--- src/nts_disp_pkg.sv ---
// Shared widths, register map, bank states and bus structs, referenced by scoped name
package nts_disp_pkg;

  // ------------------------------
  // Widths and depths
  // ------------------------------
  localparam int BUF_ADDR_W = 5;                // 32 words per bank
  localparam int BUF_DEPTH  = 1 << BUF_ADDR_W;
  localparam int WORD_W     = 64;
  localparam int MASK_W     = 8;
  localparam int CNT_W      = 64;
  localparam int API_ADDR_W = 12;
  localparam int API_DATA_W = 32;

  localparam logic [63:0] CORE_NAME    = 64'h4e_54_53_2d_44_49_53_50; // NTS-DISP
  localparam logic [31:0] CORE_VERSION = 32'h30_2e_30_32;             // 0.02

  // ------------------------------
  // Register map
  // ------------------------------
  localparam logic [API_ADDR_W-1:0] ADDR_NAME0          = 12'h000;
  localparam logic [API_ADDR_W-1:0] ADDR_NAME1          = 12'h001;
  localparam logic [API_ADDR_W-1:0] ADDR_VERSION        = 12'h002;
  localparam logic [API_ADDR_W-1:0] ADDR_BYTES_RX_MSB   = 12'h00a;
  localparam logic [API_ADDR_W-1:0] ADDR_BYTES_RX_LSB   = 12'h00b;
  localparam logic [API_ADDR_W-1:0] ADDR_FRAMES_MSB     = 12'h020;
  localparam logic [API_ADDR_W-1:0] ADDR_FRAMES_LSB     = 12'h021;
  localparam logic [API_ADDR_W-1:0] ADDR_GOOD_MSB       = 12'h022;
  localparam logic [API_ADDR_W-1:0] ADDR_GOOD_LSB       = 12'h023;
  localparam logic [API_ADDR_W-1:0] ADDR_BAD_MSB        = 12'h024;
  localparam logic [API_ADDR_W-1:0] ADDR_BAD_LSB        = 12'h025;
  localparam logic [API_ADDR_W-1:0] ADDR_DISPATCHED_MSB = 12'h026;
  localparam logic [API_ADDR_W-1:0] ADDR_DISPATCHED_LSB = 12'h027;
  localparam logic [API_ADDR_W-1:0] ADDR_ERROR_MSB      = 12'h028;
  localparam logic [API_ADDR_W-1:0] ADDR_ERROR_LSB      = 12'h029;

  // Statistics counter slots
  localparam int         NUM_CNT        = 6;
  localparam logic [2:0] CNT_FRAMES     = 3'd0;
  localparam logic [2:0] CNT_GOOD       = 3'd1;
  localparam logic [2:0] CNT_BAD        = 3'd2;
  localparam logic [2:0] CNT_DISPATCHED = 3'd3;
  localparam logic [2:0] CNT_ERROR      = 3'd4;
  localparam logic [2:0] CNT_BYTES      = 3'd5;

  typedef enum logic [3:0] {
    EMPTY,
    HAS_DATA,
    PACKET_RECEIVED,
    OUT_INIT_0,
    OUT_INIT_1,
    OUT_STREAM,
    OUT_FIN_0,
    OUT_FIN_1,
    ERROR_GENERAL
  } buf_state_e;

  typedef struct packed {
    logic [WORD_W-1:0] data;
    logic [MASK_W-1:0] valid;
    logic              good;
    logic              bad;
  } mac_rx_t;

  typedef struct packed {
    logic [WORD_W-1:0] data;      // Byte reversed and masked
    logic [3:0]        bytes;     // 0 to 8
    logic              any_valid;
    logic              sof;
  } rx_word_t;

  typedef struct packed {
    logic                  we;
    logic                  bank;
    logic [BUF_ADDR_W-1:0] addr;
    logic [WORD_W-1:0]     data;
  } buf_wr_t;

  typedef struct packed {
    logic                  bank;
    logic [BUF_ADDR_W-1:0] addr;
    logic                  emit;
  } buf_rd_t;

  typedef struct packed {
    logic       sof;
    logic       good;
    logic       bad;
    logic       dispatched;
    logic       error;
    logic [3:0] bytes;
  } stat_events_t;

endpackage

--- src/buffer_fsm.sv ---
// Ping-pong bank controller for frame receive, readout burst and bank swap
`timescale 1ns/1ps

module buffer_fsm (
  input  logic                          i_clk,
  input  logic                          i_areset,
  input  nts_disp_pkg::rx_word_t        i_word,
  input  logic                          i_good_frame,
  input  logic                          i_bad_frame,
  input  logic                          i_rd_start,
  input  logic                          i_read_discard,
  output nts_disp_pkg::buf_wr_t         o_wr,
  output nts_disp_pkg::buf_rd_t         o_rd,
  output nts_disp_pkg::stat_events_t    o_events,
  output logic                          o_packet_available,
  output logic [3:0]                    o_data_valid,
  output logic                          o_fifo_empty
);

  nts_disp_pkg::buf_state_e            state_q [2];
  nts_disp_pkg::buf_state_e            state_d [2];
  logic [nts_disp_pkg::BUF_ADDR_W-1:0] count_q [2]; // Index of last stored word
  logic [nts_disp_pkg::BUF_ADDR_W-1:0] count_d [2];
  logic [3:0]                          last_q [2];  // Bytes in last word
  logic [3:0]                          last_d [2];
  logic                                cur_q;       // Receive bank
  logic                                cur_d;
  logic [nts_disp_pkg::BUF_ADDR_W-1:0] rd_addr_q;
  logic [nts_disp_pkg::BUF_ADDR_W-1:0] rd_addr_d;
  logic                                empty_q;
  logic                                empty_d;
  logic                                rx_b;
  logic                                out_b;

  assign rx_b  = cur_q;
  assign out_b = ~cur_q;

  always_comb
  begin
    state_d   = state_q;
    count_d   = count_q;
    last_d    = last_q;
    cur_d     = cur_q;
    rd_addr_d = rd_addr_q;
    empty_d   = empty_q;
    o_wr      = '0;
    o_wr.bank = rx_b;
    o_wr.data = i_word.data;
    o_rd      = '0;
    o_rd.bank = out_b;

    // ------------------------------
    // Receive bank
    // ------------------------------
    if (i_bad_frame)
    begin
      state_d[rx_b] = nts_disp_pkg::EMPTY; // Drop whatever is there
      count_d[rx_b] = '0;
      last_d[rx_b]  = '0;
    end
    else
    begin
      case (state_q[rx_b])
        nts_disp_pkg::EMPTY:
        begin
          if (i_word.sof)
          begin
            state_d[rx_b] = nts_disp_pkg::HAS_DATA;
            count_d[rx_b] = '0;
            last_d[rx_b]  = '0;
            o_wr.we       = 1'b1;
          end
        end
        nts_disp_pkg::HAS_DATA:
        begin
          if (&count_q[rx_b])
          begin
            state_d[rx_b] = nts_disp_pkg::ERROR_GENERAL; // Overrun
          end
          else
          begin
            if (i_word.any_valid)
            begin
              count_d[rx_b] = count_q[rx_b] + 1'b1;
              o_wr.we       = 1'b1;
              o_wr.addr     = count_q[rx_b] + 1'b1;
            end
            if (i_good_frame)
            begin
              last_d[rx_b]  = i_word.bytes;
              state_d[rx_b] = nts_disp_pkg::PACKET_RECEIVED;
            end
          end
        end
        nts_disp_pkg::PACKET_RECEIVED:
        begin
          // Hand over once the readout side is free
          if (state_q[out_b] == nts_disp_pkg::EMPTY)
          begin
            state_d[rx_b] = nts_disp_pkg::OUT_INIT_0;
            cur_d         = ~cur_q;
          end
        end
        default: state_d[rx_b] = nts_disp_pkg::EMPTY; // Error recovery
      endcase
    end

    // ------------------------------
    // Readout bank
    // ------------------------------
    if (i_read_discard)
    begin
      state_d[out_b] = nts_disp_pkg::EMPTY;
      empty_d        = 1'b1;
    end
    else
    begin
      case (state_q[out_b])
        nts_disp_pkg::OUT_INIT_0:
        begin
          empty_d = 1'b0;
          if (i_rd_start)
          begin
            state_d[out_b] = nts_disp_pkg::OUT_INIT_1;
          end
        end
        nts_disp_pkg::OUT_INIT_1:
        begin
          rd_addr_d = 1;                // Word 0 is read this cycle
          if (count_q[out_b] == '0)
          begin
            state_d[out_b] = nts_disp_pkg::OUT_FIN_0;
          end
          else
          begin
            state_d[out_b] = nts_disp_pkg::OUT_STREAM;
          end
        end
        nts_disp_pkg::OUT_STREAM:
        begin
          o_rd.addr = rd_addr_q;
          o_rd.emit = 1'b1;              // Emits the word read last cycle
          if (rd_addr_q == count_q[out_b])
          begin
            state_d[out_b] = nts_disp_pkg::OUT_FIN_0;
          end
          else
          begin
            rd_addr_d = rd_addr_q + 1'b1;
          end
        end
        nts_disp_pkg::OUT_FIN_0:
        begin
          o_rd.emit      = 1'b1;
          state_d[out_b] = nts_disp_pkg::OUT_FIN_1;
        end
        nts_disp_pkg::OUT_FIN_1:
          empty_d = 1'b1;               // Wait here for discard
        default: ;
      endcase
    end
  end

  always_ff @(posedge i_clk or posedge i_areset)
  begin
    if (i_areset)
    begin
      for (int i = 0; i < 2; i++)
      begin
        state_q[i] <= nts_disp_pkg::EMPTY;
        count_q[i] <= '0;
        last_q[i]  <= '0;
      end
      cur_q     <= 1'b0;
      rd_addr_q <= '0;
      empty_q   <= 1'b0;
    end
    else
    begin
      state_q   <= state_d;
      count_q   <= count_d;
      last_q    <= last_d;
      cur_q     <= cur_d;
      rd_addr_q <= rd_addr_d;
      empty_q   <= empty_d;
    end
  end

  assign o_packet_available = (state_q[out_b] == nts_disp_pkg::OUT_INIT_0);
  assign o_data_valid       = last_q[out_b];
  assign o_fifo_empty       = empty_q;

  assign o_events = '{
    sof:        1'b0,
    good:       i_good_frame,
    bad:        i_bad_frame,
    dispatched: i_rd_start,
    error:      (state_q[0] == nts_disp_pkg::ERROR_GENERAL) ||
                (state_q[1] == nts_disp_pkg::ERROR_GENERAL),
    bytes:      4'd0
  };

endmodule

--- config.mk ---
export PLATFORM = sky130hd
export DESIGN_NAME = buffer_fsm
export DESIGN_NICKNAME = d
export VERILOG_FILES = /design/src/nts_disp_pkg.sv /design/src/buffer_fsm.sv
export SDC_FILE = /design/constraint.sdc
export NUM_CORES = 1
export LEC_CHECK = 0
export BUFFER_PORTS_ARGS = -buffer_cell sky130_fd_sc_hd__buf_2
export CORE_UTILIZATION = 42
export CTS_CLUSTER_DIAMETER = 200
export CTS_CLUSTER_SIZE = 40
export DETAILED_ROUTE_END_ITERATION = 12
export GPL_TIMING_DRIVEN = 0
export PLACE_DENSITY = 0.78
export SLEW_MARGIN = 20
export SYNTH_ARGS = -nofsm -noshare
export SYNTH_HDL_FRONTEND = slang
export SYNTH_SLANG_ARGS = --single-unit
--- constraint.sdc ---
create_clock -name i_clk -period 3.2 [get_ports i_clk]
set_clock_uncertainty 0.15 [all_clocks]
set_input_delay 0.32 -clock i_clk [delete_from_list [all_inputs] [get_ports i_clk]]
set_output_delay 0.32 -clock i_clk [all_outputs]
set_load 0.05 [all_outputs]
==> impl_metrics.prom, run 1 <==
# TYPE chip_impl_metric gauge
chip_impl_info{name="status",value="finished with violations"} 1
chip_impl_info{name="violations",value="negative hold slack"} 1
chip_impl_info{name="type_of_destination_of_the_critical_path",value="output pin"} 1
chip_impl_metric{name="ys_seq_elements",unit=""} 33
chip_impl_metric{name="cp_data_arrival_time",unit="ns"} 2.66
chip_impl_metric{name="start_util",unit="%"} 44.4
chip_impl_metric{name="clkSinkCount",unit=""} 33
chip_impl_info{name="cts_tree",value="built"} 1
chip_impl_metric{name="syn_area",unit="sq um"} 3290
chip_impl_info{name="grt_busiest_layer",value="met2"} 1
chip_impl_info{name="category_of_the_most_critical_setup_path",value="flip-flop to output pin"} 1
chip_impl_metric{name="detail-route-antenna-nets",unit=""} 0
chip_impl_metric{name="ios",unit=""} 169
chip_impl_metric{name="cellPowerDensity",unit="nW/um^2"} 546
chip_impl_metric{name="post-route-worst-setup-slack",unit="ns"} 0.0650
chip_impl_metric{name="grt_use_met3",unit="%"} 5.47
chip_impl_metric{name="synthCells",unit=""} 376
chip_impl_metric{name="post_route_cell_area",unit="sq um"} 4180
chip_impl_metric{name="drt_iter0_drc",unit=""} 372
chip_impl_info{name="cts_root_buffer",value="clkbuf_8"} 1
chip_impl_metric{name="post_synth_edffs",unit=""} 0
chip_impl_metric{name="grt_first_pass_wirelength",unit="um"} 15700
chip_impl_metric{name="synth_top_area_share",unit="%"} 25.1
chip_impl_metric{name="grt_use_total",unit="%"} 23.8
chip_impl_metric{name="worst_slack_at_placement",unit="ns"} -0.460
chip_impl_metric{name="worst_slew_margin_rel",unit="%"} 47.5
chip_impl_metric{name="ys_seq_area_share",unit="%"} 25.1
chip_impl_metric{name="post_synth_num_cell_types",unit=""} 68
chip_impl_metric{name="routabilityCongestion",unit=""} 0.933
chip_impl_metric{name="detail_route.wl_per_cell",unit="um"} 16.8
chip_impl_metric{name="crit_path_max_incr_delay",unit="ns"} 0.39
chip_impl_metric{name="area.sequential",unit="sq um"} 826
chip_impl_metric{name="remaining_drcs",unit=""} 0
chip_impl_metric{name="die_height",unit="um"} 90.5
chip_impl_info{name="critical_path.slowest_cell",value="dfrtp_1"} 1
chip_impl_metric{name="drt-vias-per-instance",unit=""} 5.66
chip_impl_metric{name="critical_path_cell_count",unit=""} 10
chip_impl_metric{name="via_count",unit=""} 3356
chip_impl_metric{name="global_route.usage.met1",unit="%"} 30.0
chip_impl_metric{name="worstPathMaxFanout",unit=""} 10
chip_impl_info{name="critical_path.cell_chain",value="buf_12 > buf_6 > mux2_2 > ha_2 > nor2b_1 > ha_4 > nand3b_1 > buf_6 > nor2_1 > buf_6"} 1
chip_impl_metric{name="total_power",unit="mW"} 2.28
chip_impl_metric{name="setup_viol",unit=""} 0
chip_impl_info{name="mostFrequentLayoutCell",value="buf_2"} 1
chip_impl_metric{name="fin_tns_setup",unit="ns"} 0
chip_impl_metric{name="holdBufCountCts",unit=""} 0
chip_impl_metric{name="final_min_period_over_clock_period",unit="%"} 98.0
chip_impl_metric{name="grt.overflow.total",unit=""} 0
chip_impl_metric{name="nFillCells",unit=""} 689
chip_impl_info{name="holdCritPathClass",value="input port to async pin"} 1
chip_impl_metric{name="power_leakage",unit="nW"} 2.04
chip_impl_metric{name="clkTransAtPathRegs",unit="ns"} 0.09
chip_impl_metric{name="clockBufferDepth",unit=""} 2
chip_impl_metric{name="max_freq",unit="MHz"} 319
chip_impl_metric{name="multi_input_comb_area",unit="sq um"} 1810
chip_impl_metric{name="synthArstFlopShare",unit="%"} 100
chip_impl_metric{name="peakVddDrop",unit="mV"} 0.292
chip_impl_metric{name="htreeDepth",unit=""} 2
chip_impl_metric{name="timing_worst_slew_pin_value",unit="ns"} 0.765
chip_impl_metric{name="grt_antenna_before_repair",unit=""} 0
chip_impl_metric{name="place.detailed.hpwl",unit="um"} 7310
chip_impl_metric{name="placement.io_buffers",unit=""} 97
chip_impl_metric{name="drv_cap",unit=""} 0
chip_impl_info{name="path_common_cell",value="buf_6"} 1
chip_impl_metric{name="layout-drive-gt1-share",unit="%"} 47.2
chip_impl_metric{name="insertion_delay",unit="ns"} 0.30
chip_impl_metric{name="timing_max_transition_violations_final",unit=""} 0
chip_impl_metric{name="final.min_clock_period",unit="ns"} 3.13
chip_impl_metric{name="first_global_vias",unit=""} 3134
chip_impl_metric{name="avgSynthCellArea",unit="sq um"} 8.75
chip_impl_metric{name="grt_max_degree",unit=""} 34
chip_impl_metric{name="worst_hold_slack",unit="ns"} -0.00723
chip_impl_metric{name="synthesis.yosys.warnings",unit=""} 0
chip_impl_metric{name="rows",unit=""} 31
chip_impl_metric{name="dpl_cell_area",unit="sq um"} 3910
chip_impl_info{name="crit_family",value="buffers and inverters"} 1
chip_impl_metric{name="diodes",unit=""} 0
chip_impl_info{name="synth_top_area_cell",value="dfrtp_1"} 1
chip_impl_metric{name="critPathBufInv",unit=""} 4
chip_impl_metric{name="reg2reg_depth",unit=""} 10
chip_impl_info{name="worst_setup_start_kind",value="flip-flop"} 1
chip_impl_info{name="layout.cells.most_common_list",value="buf_2, buf_4, dfrtp_1, nor2_1, o21ai_0"} 1
chip_impl_metric{name="placeableCoreArea",unit="sq um"} 7410
chip_impl_metric{name="grt_use_met2",unit="%"} 40.1
chip_impl_metric{name="design.final.nets",unit=""} 573
chip_impl_info{name="primary_ff_master_synth",value="dfrtp_1"} 1
chip_impl_metric{name="final_hold_vios",unit=""} 19
chip_impl_metric{name="critical_path_required",unit="ns"} 2.73
chip_impl_metric{name="detail_route.first_pass.iterations",unit=""} 7
chip_impl_metric{name="die_width",unit="um"} 90.5
chip_impl_metric{name="cts_buffers",unit=""} 5
chip_impl_info{name="yosys-top-cells-area",value="dfrtp_1, buf_4, a32o_1"} 1
chip_impl_metric{name="area_delta_synth_final",unit="%"} 27.1
chip_impl_metric{name="routed_wirelength",unit="um"} 9990
chip_impl_metric{name="floorplan.die_area",unit="sq um"} 8190
[registers in the layout (all words and copies together) (netlist names)]
register and cells:
last_q 8, o_fifo_empty 1, rd_addr_q 5, count_q 10, state_q 8, cur_q 1
[cell usage after synthesis, types with 5 or more instances]
cell      number
nor3_1        11
a21o_1         5
nand2_1       13
o211ai_1       9
buf_2          5
o31ai_1        6
a21oi_1       14
o21ai_0       15
mux2i_1       12
nor2b_1        8
clkbuf_1       9
nor2_1        17
xnor2_1        8
inv_1         11
buf_4         75
nand3_1       13
dfrtp_1       33
a32o_1        13
and2_1         6
mux2_2        11
[power by group]
| part | switching [mW] | internal, mW | leakage, nW | total (mW) |
|---|---|---|---|---|
| Clock | 0.185 | 0.153 | 0.0364 | 0.338 |
| Sequential | 0.0388 | 0.454 | 0.447 | 0.493 |
| Combinational | 0.934 | 0.520 | 1.56 | 1.45 |
| Total | 1.16 | 1.13 | 2.04 | 2.28 |
[cell families (layout without fill, tap and decap cells)]
group,after synthesis,after routing,synth area share (%)
AOI/OAI and AO/OA,97,97,22.6
xor gates and xnor gates,10,10,2.66
adders and majority gates,4,4,1.52
buffers and inverters,105,219,21.7
DFF,33,33,25.1
muxes,23,23,7.42
other,1,5,0.114
and+or+nand+nor,103,103,18.9
[stage by stage]
stage	util (%)	instances
floorplan	-	380
global placement	52.8	576
detailed placement	52.8	576
CTS	55.5	590
global route	56.4	593
finish	56.4	593
[path summary, 6_finish.rpt]
path | startpoint | endpoint | slack, ns
hold / removal | i_areset | count_q[4] | -0.007
hold reg to reg | last_q[1] | last_q[1] | 0.34
max in group asynchronous | i_areset | state_q[3] | 2.43
min in group i_clk | i_word[3] | last_q[5] | 0.12
setup / recovery | cur_q | o_wr[66] | 0.07
setup reg to reg | cur_q | count_q[7] | 0.14
[layout make-up]
class	count	area share, %
sequential	33	19.8
buffer	92	16.3
clock buffer	5	1.65
tap	99	2.96
multi-input combinational	242	43.2
timing repair buffer	108	14.6
clock inverter	3	0.539
inverter	11	0.988
[layer usage]
metal | vias up | wire [um]
li1 | 1547 | -
met1 | 1573 | 4030
met2 | 210 | 4830
met3 | 26 | 878
met4 | 0 | 249
met5 | - | 0
[what timing repair did]
action / CTS / global route
pin swaps: 1 / 2
resized for setup: 19 / 9
endpoints found under the setup margin: 27 / 23
setup buffers: 7 / 4
endpoints found under the hold margin: 0 / 0
No activity file was read; power rests on OpenSTA's default activity.
==> run 2: changes to the inputs <==
==> constraint.sdc (replaced) <==
create_clock -name i_clk -period 3.2 [get_ports i_clk]
set_clock_uncertainty 0.15 [all_clocks]
set_input_delay 0.16 -clock i_clk [delete_from_list [all_inputs] [get_ports i_clk]]
set_output_delay 0.16 -clock i_clk [all_outputs]
set_load 0.005 [all_outputs]
==> run 2 against run 1 <==
Against the previous run: the flow now finishes without violations; global-route usage decreased by 0.58 points; final cell count down 0.34%; sequential power about the same; critical path type is now flip-flop to flip-flop; critical endpoint is now count_q[7]; largest power group unchanged.
==> impl_metrics.prom, run 2 (synthesis results as in run 1) <==
# TYPE chip_impl_metric gauge
chip_impl_info{name="status",value="finished clean"} 1
chip_impl_metric{name="drv_cap",unit=""} 0
chip_impl_metric{name="cellPowerDensity",unit="nW/um^2"} 464
chip_impl_metric{name="grt_max_degree",unit=""} 34
chip_impl_metric{name="dpl_cell_area",unit="sq um"} 3910
chip_impl_metric{name="reg2reg_depth",unit=""} 10
chip_impl_metric{name="detailroute.wirelength.met3",unit="um"} 806
chip_impl_metric{name="drt_iter0_drc",unit=""} 312
chip_impl_metric{name="timing_max_transition_violations_final",unit=""} 0
chip_impl_metric{name="final_min_period_over_clock_period",unit="%"} 96.9
chip_impl_metric{name="routed_wirelength",unit="um"} 9600
chip_impl_info{name="layout.cells.most_common_list",value="buf_2, buf_4, dfrtp_1, nor2_1, o21ai_0"} 1
chip_impl_metric{name="grt_antenna_before_repair",unit=""} 0
chip_impl_metric{name="hold_path_depth",unit=""} 2
chip_impl_metric{name="postLayoutCoreUtil",unit="%"} 55.6
chip_impl_metric{name="combinational_fraction_of_design_power",unit="%"} 56.8
chip_impl_metric{name="clkSinkCount",unit=""} 33
chip_impl_metric{name="stdcell_count",unit=""} 591
chip_impl_metric{name="met2RoutedLength",unit="um"} 4700
chip_impl_info{name="timing.hold.worst_endpoint",value="state_q[6]"} 1
chip_impl_metric{name="total_power",unit="mW"} 1.91
chip_impl_metric{name="nFillCells",unit=""} 695
chip_impl_metric{name="placedCellCount",unit=""} 576
chip_impl_metric{name="via_count",unit=""} 3281
chip_impl_metric{name="switching_share",unit="%"} 45.0
chip_impl_info{name="cts_root_buffer",value="clkbuf_8"} 1
chip_impl_metric{name="largest_register_ffs",unit=""} 10
chip_impl_info{name="top_register",value="count_q"} 1
chip_impl_metric{name="p_clk_share",unit="%"} 17.6
chip_impl_metric{name="critical_path_required",unit="ns"} 3.23
chip_impl_metric{name="setup_viol",unit=""} 0
chip_impl_metric{name="start_util",unit="%"} 44.4
chip_impl_metric{name="timing_worst_slew_pin_value",unit="ns"} 0.751
chip_impl_metric{name="clkTransAtPathRegs",unit="ns"} 0.08
chip_impl_metric{name="drt-vias-per-instance",unit=""} 5.55
chip_impl_metric{name="routabilityCongestion",unit=""} 0.933
chip_impl_metric{name="cts_buffers",unit=""} 5
chip_impl_info{name="crit-reg2reg-capture",value="count_q[7]"} 1
chip_impl_metric{name="area_delta_synth_final",unit="%"} 25.2
chip_impl_metric{name="diodes",unit=""} 0
chip_impl_metric{name="detail-route-antenna-nets",unit=""} 0
chip_impl_metric{name="clockBufferDepth",unit=""} 2
chip_impl_metric{name="worst_slew_margin_rel",unit="%"} 48.5
chip_impl_metric{name="power_frac_seq",unit="%"} 25.7
chip_impl_metric{name="grt_use_total",unit="%"} 23.2
chip_impl_info{name="cts_tree",value="built"} 1
chip_impl_metric{name="final.min_clock_period",unit="ns"} 3.10
chip_impl_info{name="hold_path_startpoint",value="i_read_discard"} 1
chip_impl_info{name="top_registers",value="count_q (10), last_q (8), state_q (8)"} 1
chip_impl_metric{name="layout-drive-gt1-share",unit="%"} 45.7
chip_impl_metric{name="wirelength_met1",unit="um"} 3870
chip_impl_info{name="grt_setup_unrepaired",value="false"} 1
chip_impl_metric{name="reg2reg_slack",unit="ns"} 0.1
chip_impl_info{name="highest-signal-layer",value="met4"} 1
chip_impl_metric{name="peakVddDrop",unit="mV"} 0.274
chip_impl_metric{name="placeableCoreArea",unit="sq um"} 7410
chip_impl_metric{name="internal_power",unit="mW"} 1.05
chip_impl_info{name="type_of_destination_of_the_critical_path",value="flip-flop"} 1
chip_impl_metric{name="post_route_cell_area",unit="sq um"} 4120
chip_impl_metric{name="power_leakage",unit="nW"} 2.02
chip_impl_metric{name="insertion_delay",unit="ns"} 0.30
chip_impl_metric{name="die_width",unit="um"} 90.5
chip_impl_metric{name="placement.io_buffers",unit=""} 97
chip_impl_metric{name="worstPathMaxFanout",unit=""} 17
chip_impl_metric{name="final_hold_vios",unit=""} 0
chip_impl_metric{name="detail_route.first_pass.iterations",unit=""} 5
chip_impl_metric{name="ios",unit=""} 169
chip_impl_metric{name="fin_tns_setup",unit="ns"} 0
chip_impl_metric{name="floorplan.die_area",unit="sq um"} 8190
chip_impl_info{name="worst_setup_start_kind",value="flip-flop"} 1
chip_impl_info{name="mostFrequentLayoutCell",value="buf_2"} 1
chip_impl_metric{name="grt.overflow.total",unit=""} 0
chip_impl_metric{name="die_height",unit="um"} 90.5
chip_impl_metric{name="grt_first_pass_wirelength",unit="um"} 15500
chip_impl_info{name="holdCritPathClass",value="input port to flip-flop"} 1
chip_impl_metric{name="detail_route.wl_per_cell",unit="um"} 16.2
chip_impl_metric{name="remaining_drcs",unit=""} 0
chip_impl_metric{name="net-switching-power",unit="mW"} 0.860
chip_impl_metric{name="htreeDepth",unit=""} 2
chip_impl_metric{name="cp_data_arrival_time",unit="ns"} 3.13
chip_impl_metric{name="design.final.nets",unit=""} 571
chip_impl_metric{name="place.detailed.hpwl",unit="um"} 7310
chip_impl_info{name="worst_r2r_startpoint",value="cur_q"} 1
chip_impl_info{name="category_of_the_most_critical_setup_path",value="flip-flop to flip-flop"} 1
chip_impl_metric{name="max_freq",unit="MHz"} 322
chip_impl_metric{name="rows",unit=""} 31
chip_impl_metric{name="first_global_vias",unit=""} 3123
==> run 2: layout make-up <==
cell class	count	area, sq um	area share [%]
Multi-Input combinational cell	242	1810	43.9
Sequential cell	33	826	20.1
Buffer	92	661	16.0
Timing Repair Buffer	106	566	13.7
Tap cell	99	124	3.01
Clock buffer	5	68.8	1.67
Inverter	11	41.3	1.00
Clock inverter	3	22.5	0.547
==> run 2: routing by layer <==
metal | vias to the layer above | track usage [%]
met2 | 187 | 39.8
met5 | - | 0
met4 | 0 | 7.39
met3 | 25 | 4.38
met1 | 1533 | 29.3
li1 | 1536 | -
==> run 2: power by group through the flow <==
stage	Combinational [mW]	Clock [mW]	Sequential, mW
6_report	1.08	0.336	0.490
3_3_place_gp	1.03	0	0.497
3_5_place_dp	1.03	0	0.498
4_1_cts	1.05	0.340	0.490
2_1_floorplan	0.760	0	0.487
5_1_grt	1.17	0.356	0.495
==> run 2: timing repair <==
item,CTS,global route
hold buffers,5,0
pin swaps,3,0
gates resized for setup,9,1
setup buffers,3,1
gates cloned,0,0
setup endpoints to repair,27,17
endpoints found under the hold margin,41,0
==> run 2: how the worst max path moves through the flow <==
stage / slack, ns / from / cells past startpoint / to
floorplan: 0.13 / cur_q / 13 / state_q[1]
global placement: -0.46 / cur_q / 13 / state_q[1]
detailed placement: -0.46 / cur_q / 12 / count_q[6]
CTS: 0.08 / cur_q / 10 / count_q[7]
global route: 0.01 / cur_q / 10 / count_q[7]
finish: 0.1 / cur_q / 10 / count_q[7]
==> run 2: metrics by stage <==
stage                     hold WS [ns]  setup WS (ns)
after floorplan                  0.139          0.126
after global placement           0.274         -0.461
after detailed placement         0.185         -0.460
after CTS                        0.189         0.0753
after global routing             0.255         0.0136
final                            0.206         0.0985
==> run 2: critical path: stages (launching register included) <==
cell and delay, ns:
dfrtp_1 0.36, buf_6 0.22, buf_6 0.19, mux2_2 0.37
ha_1 0.27, nor2b_1 0.18, ha_1 0.26, mux2i_4 0.21
a31oi_2 0.15, or3_1 0.38, a22o_1 0.24
==> run 3: changes to the inputs <==
--- a/config.mk
+++ b/config.mk
@@ -6,6 +6,7 @@
 export NUM_CORES = 1
 export LEC_CHECK = 0
 export BUFFER_PORTS_ARGS = -buffer_cell sky130_fd_sc_hd__buf_2
+export CORE_MARGIN = 3
 export CORE_UTILIZATION = 42
 export CTS_CLUSTER_DIAMETER = 200
 export CTS_CLUSTER_SIZE = 40
==> run 3 against run 2 <==
Against the previous run: register-to-register slack about the same; first-iteration DRC count shrank 10%; global-route usage shrank 2.7 points; utilization is 0.19 points higher; clock-buffer cell count stayed put; sequential power about the same; sequential cell count unchanged; non-clock buffer count decreased by 2; largest cell class unchanged; largest power group unchanged.
==> impl_metrics.prom, run 3 (synthesis results as in run 1) <==
# TYPE chip_impl_metric gauge
chip_impl_metric{name="design.final.nets",unit=""} 569
chip_impl_metric{name="layout-drive-gt1-share",unit="%"} 45.3
chip_impl_metric{name="worstPathMaxFanout",unit=""} 17
chip_impl_metric{name="fin_tns_setup",unit="ns"} 0
chip_impl_info{name="layout.cells.most_common_list",value="buf_2, buf_4, dfrtp_1, nor2_1, o21ai_0"} 1
chip_impl_metric{name="clockBufferDepth",unit=""} 2
chip_impl_metric{name="clkTransAtPathRegs",unit="ns"} 0.08
chip_impl_metric{name="cts_buffers",unit=""} 5
chip_impl_metric{name="worst_slack_at_placement",unit="ns"} -0.426
chip_impl_metric{name="htreeDepth",unit=""} 2
chip_impl_metric{name="peakVddDrop",unit="mV"} 0.334
chip_impl_metric{name="met2RoutedLength",unit="um"} 4820
chip_impl_metric{name="grt_use_total",unit="%"} 20.5
chip_impl_metric{name="reg2reg_slack",unit="ns"} 0.08
chip_impl_metric{name="routabilityCongestion",unit=""} 1.01
chip_impl_metric{name="via_count",unit=""} 3365
chip_impl_metric{name="remaining_drcs",unit=""} 0
chip_impl_metric{name="clkSinkCount",unit=""} 33
chip_impl_metric{name="detailroute.wirelength.met3",unit="um"} 993
chip_impl_metric{name="max_freq",unit="MHz"} 321
chip_impl_info{name="critical_path.cell_chain",value="buf_8 > buf_6 > mux2_2 > ha_1 > nor2b_1 > ha_1 > mux2i_4 > a31oi_2 > or3_1 > a22o_1"} 1
chip_impl_metric{name="drv_cap",unit=""} 0
chip_impl_metric{name="reg2reg_depth",unit=""} 10
chip_impl_metric{name="final_min_period_over_clock_period",unit="%"} 97.4
chip_impl_info{name="type_of_destination_of_the_critical_path",value="flip-flop"} 1
chip_impl_metric{name="die_height",unit="um"} 94.5
chip_impl_metric{name="detail_route.wl_per_cell",unit="um"} 16.8
chip_impl_metric{name="grt_max_degree",unit=""} 34
chip_impl_metric{name="grt_antenna_before_repair",unit=""} 0
chip_impl_metric{name="nFillCells",unit=""} 694
chip_impl_metric{name="insertion_delay",unit="ns"} 0.30
chip_impl_metric{name="multi_input_comb_area",unit="sq um"} 1810
chip_impl_metric{name="floorplan.die_area",unit="sq um"} 8930
chip_impl_info{name="cts_tree",value="built"} 1
chip_impl_metric{name="grt_first_pass_wirelength",unit="um"} 14500
chip_impl_info{name="highest-signal-layer",value="met4"} 1
chip_impl_metric{name="hold_path_depth",unit=""} 2
chip_impl_info{name="top_register",value="count_q"} 1
chip_impl_metric{name="first_global_vias",unit=""} 3023
chip_impl_metric{name="placeableCoreArea",unit="sq um"} 7410
chip_impl_metric{name="grt.overflow.total",unit=""} 0
chip_impl_info{name="holdCritPathClass",value="input port to flip-flop"} 1
chip_impl_metric{name="dpl_cell_area",unit="sq um"} 3910
chip_impl_metric{name="final.min_clock_period",unit="ns"} 3.12
chip_impl_metric{name="worst_hold_slack",unit="ns"} 0.218
chip_impl_metric{name="final_hold_vios",unit=""} 0
chip_impl_metric{name="ios",unit=""} 169
chip_impl_metric{name="cellPowerDensity",unit="nW/um^2"} 487
chip_impl_info{name="path_common_cell",value="ha_1"} 1
chip_impl_info{name="top_registers",value="count_q (10), last_q (8), state_q (8)"} 1
chip_impl_metric{name="detail_route.first_pass.iterations",unit=""} 4
chip_impl_info{name="cts_root_buffer",value="clkbuf_8"} 1
chip_impl_info{name="category_of_the_most_critical_setup_path",value="flip-flop to flip-flop"} 1
chip_impl_metric{name="die_width",unit="um"} 94.5
chip_impl_metric{name="place.detailed.hpwl",unit="um"} 7420
chip_impl_info{name="mostFrequentLayoutCell",value="buf_2"} 1
chip_impl_metric{name="timing_worst_slew_pin_value",unit="ns"} 0.736
chip_impl_metric{name="routed_wirelength",unit="um"} 9880
chip_impl_metric{name="post_route_cell_area",unit="sq um"} 4130
chip_impl_metric{name="wirelength_met1",unit="um"} 3820
chip_impl_info{name="crit-reg2reg-capture",value="count_q[7]"} 1
chip_impl_metric{name="critical_path_required",unit="ns"} 3.24
chip_impl_metric{name="worst_slew_margin_rel",unit="%"} 49.6
chip_impl_metric{name="drt-vias-per-instance",unit=""} 5.71
chip_impl_metric{name="postLayoutCoreUtil",unit="%"} 55.8
chip_impl_metric{name="timing_max_transition_violations_final",unit=""} 0
chip_impl_metric{name="crit_path_max_incr_delay",unit="ns"} 0.41
chip_impl_info{name="critical_path.slowest_cell",value="or3_1"} 1
chip_impl_metric{name="drt_iter0_drc",unit=""} 280
chip_impl_info{name="worst_r2r_startpoint",value="cur_q"} 1
chip_impl_metric{name="rows",unit=""} 31
chip_impl_metric{name="area.sequential",unit="sq um"} 826
chip_impl_info{name="worst_setup_start_kind",value="flip-flop"} 1
chip_impl_info{name="status",value="finished clean"} 1
chip_impl_info{name="timing.hold.worst_endpoint",value="state_q[7]"} 1
chip_impl_metric{name="cp_data_arrival_time",unit="ns"} 3.16
chip_impl_info{name="hold_path_startpoint",value="i_read_discard"} 1
chip_impl_metric{name="setup_viol",unit=""} 0
chip_impl_metric{name="area_delta_synth_final",unit="%"} 25.6
chip_impl_metric{name="post-route-worst-setup-slack",unit="ns"} 0.0836
chip_impl_metric{name="power_leakage",unit="nW"} 2.03
chip_impl_metric{name="start_util",unit="%"} 44.4
chip_impl_metric{name="largest_register_ffs",unit=""} 10
chip_impl_metric{name="placement.io_buffers",unit=""} 97
chip_impl_metric{name="detail-route-antenna-nets",unit=""} 0
chip_impl_metric{name="diodes",unit=""} 0
[run 3: cell count changes in the layout (fill, tap and decap cells not counted), sizes merged]
| cell | previous run | this run |
|---|---|---|
| clkinv | 0 | 1 |
| bufinv | 0 | 1 |
| buf | 184 | 182 |
| clkinvlp | 3 | 1 |
[run 3: worst max-delay path by stage]
stage                      from         end  slack (ns)  cells after the start
after floorplan           cur_q  state_q[1]        0.13                     13
after global placement    cur_q  count_q[6]       -0.40                     12
after detailed placement  cur_q   last_q[6]       -0.43                     12
after CTS                 cur_q    o_wr[70]        0.05                      9
after global routing      cur_q  count_q[7]      -0.005                     10
final                     cur_q  count_q[7]        0.08                     10
[run 3: area by class of cell]
type                    count  area share (%)
clock buffers               5            1.67
well taps                  99            3.00
plain buffers              92            16.2
clock inverters             3            1.12
inverters                  11           0.999
multi-input cells         242            43.7
flip-flops and latches     33            20.0
repair buffers            104            13.3
[run 3: per-stage QoR]
stage	cells	total power [mW]
detailed placement	576	1.54
global placement	576	1.52
finish	589	2.01
CTS	587	1.96
floorplan	380	1.25
global route	589	2.11
[run 3: critical path: cells and delay by family (launching register included)]
kind	cells	cell delay, ns
buffers and inverters	2	0.38
DFF	1	0.38
muxes	2	0.58
AOI/OAI and AO/OA	2	0.42
and+or+nand+nor	2	0.58
adders and majority gates	2	0.50
[run 3: per-layer routing]
| metal | vias up | GRT usage [%] |
|---|---|---|
| li1 | 1533 | - |
| met1 | 1576 | 26.7 |
| met2 | 222 | 34.1 |
| met3 | 34 | 3.27 |
| met4 | 0 | 7.93 |
| met5 | - | 0 |
[run 3: what timing repair did]
| item | CTS | global route |
|---|---|---|
| hold buffers | 5 | 0 |
| hold endpoints to repair | 40 | 0 |
| setup endpoints to repair | 27 | 18 |
| buffers inserted | 0 | 2 |
| pin swaps | 0 | 1 |
| gates resized for setup | 8 | 3 |
[run 3: power by group]
part / internal [mW] / switching, mW
Clock: 0.233 / 0.183
Sequential: 0.454 / 0.0361
Combinational: 0.449 / 0.657
Total: 1.14 / 0.876
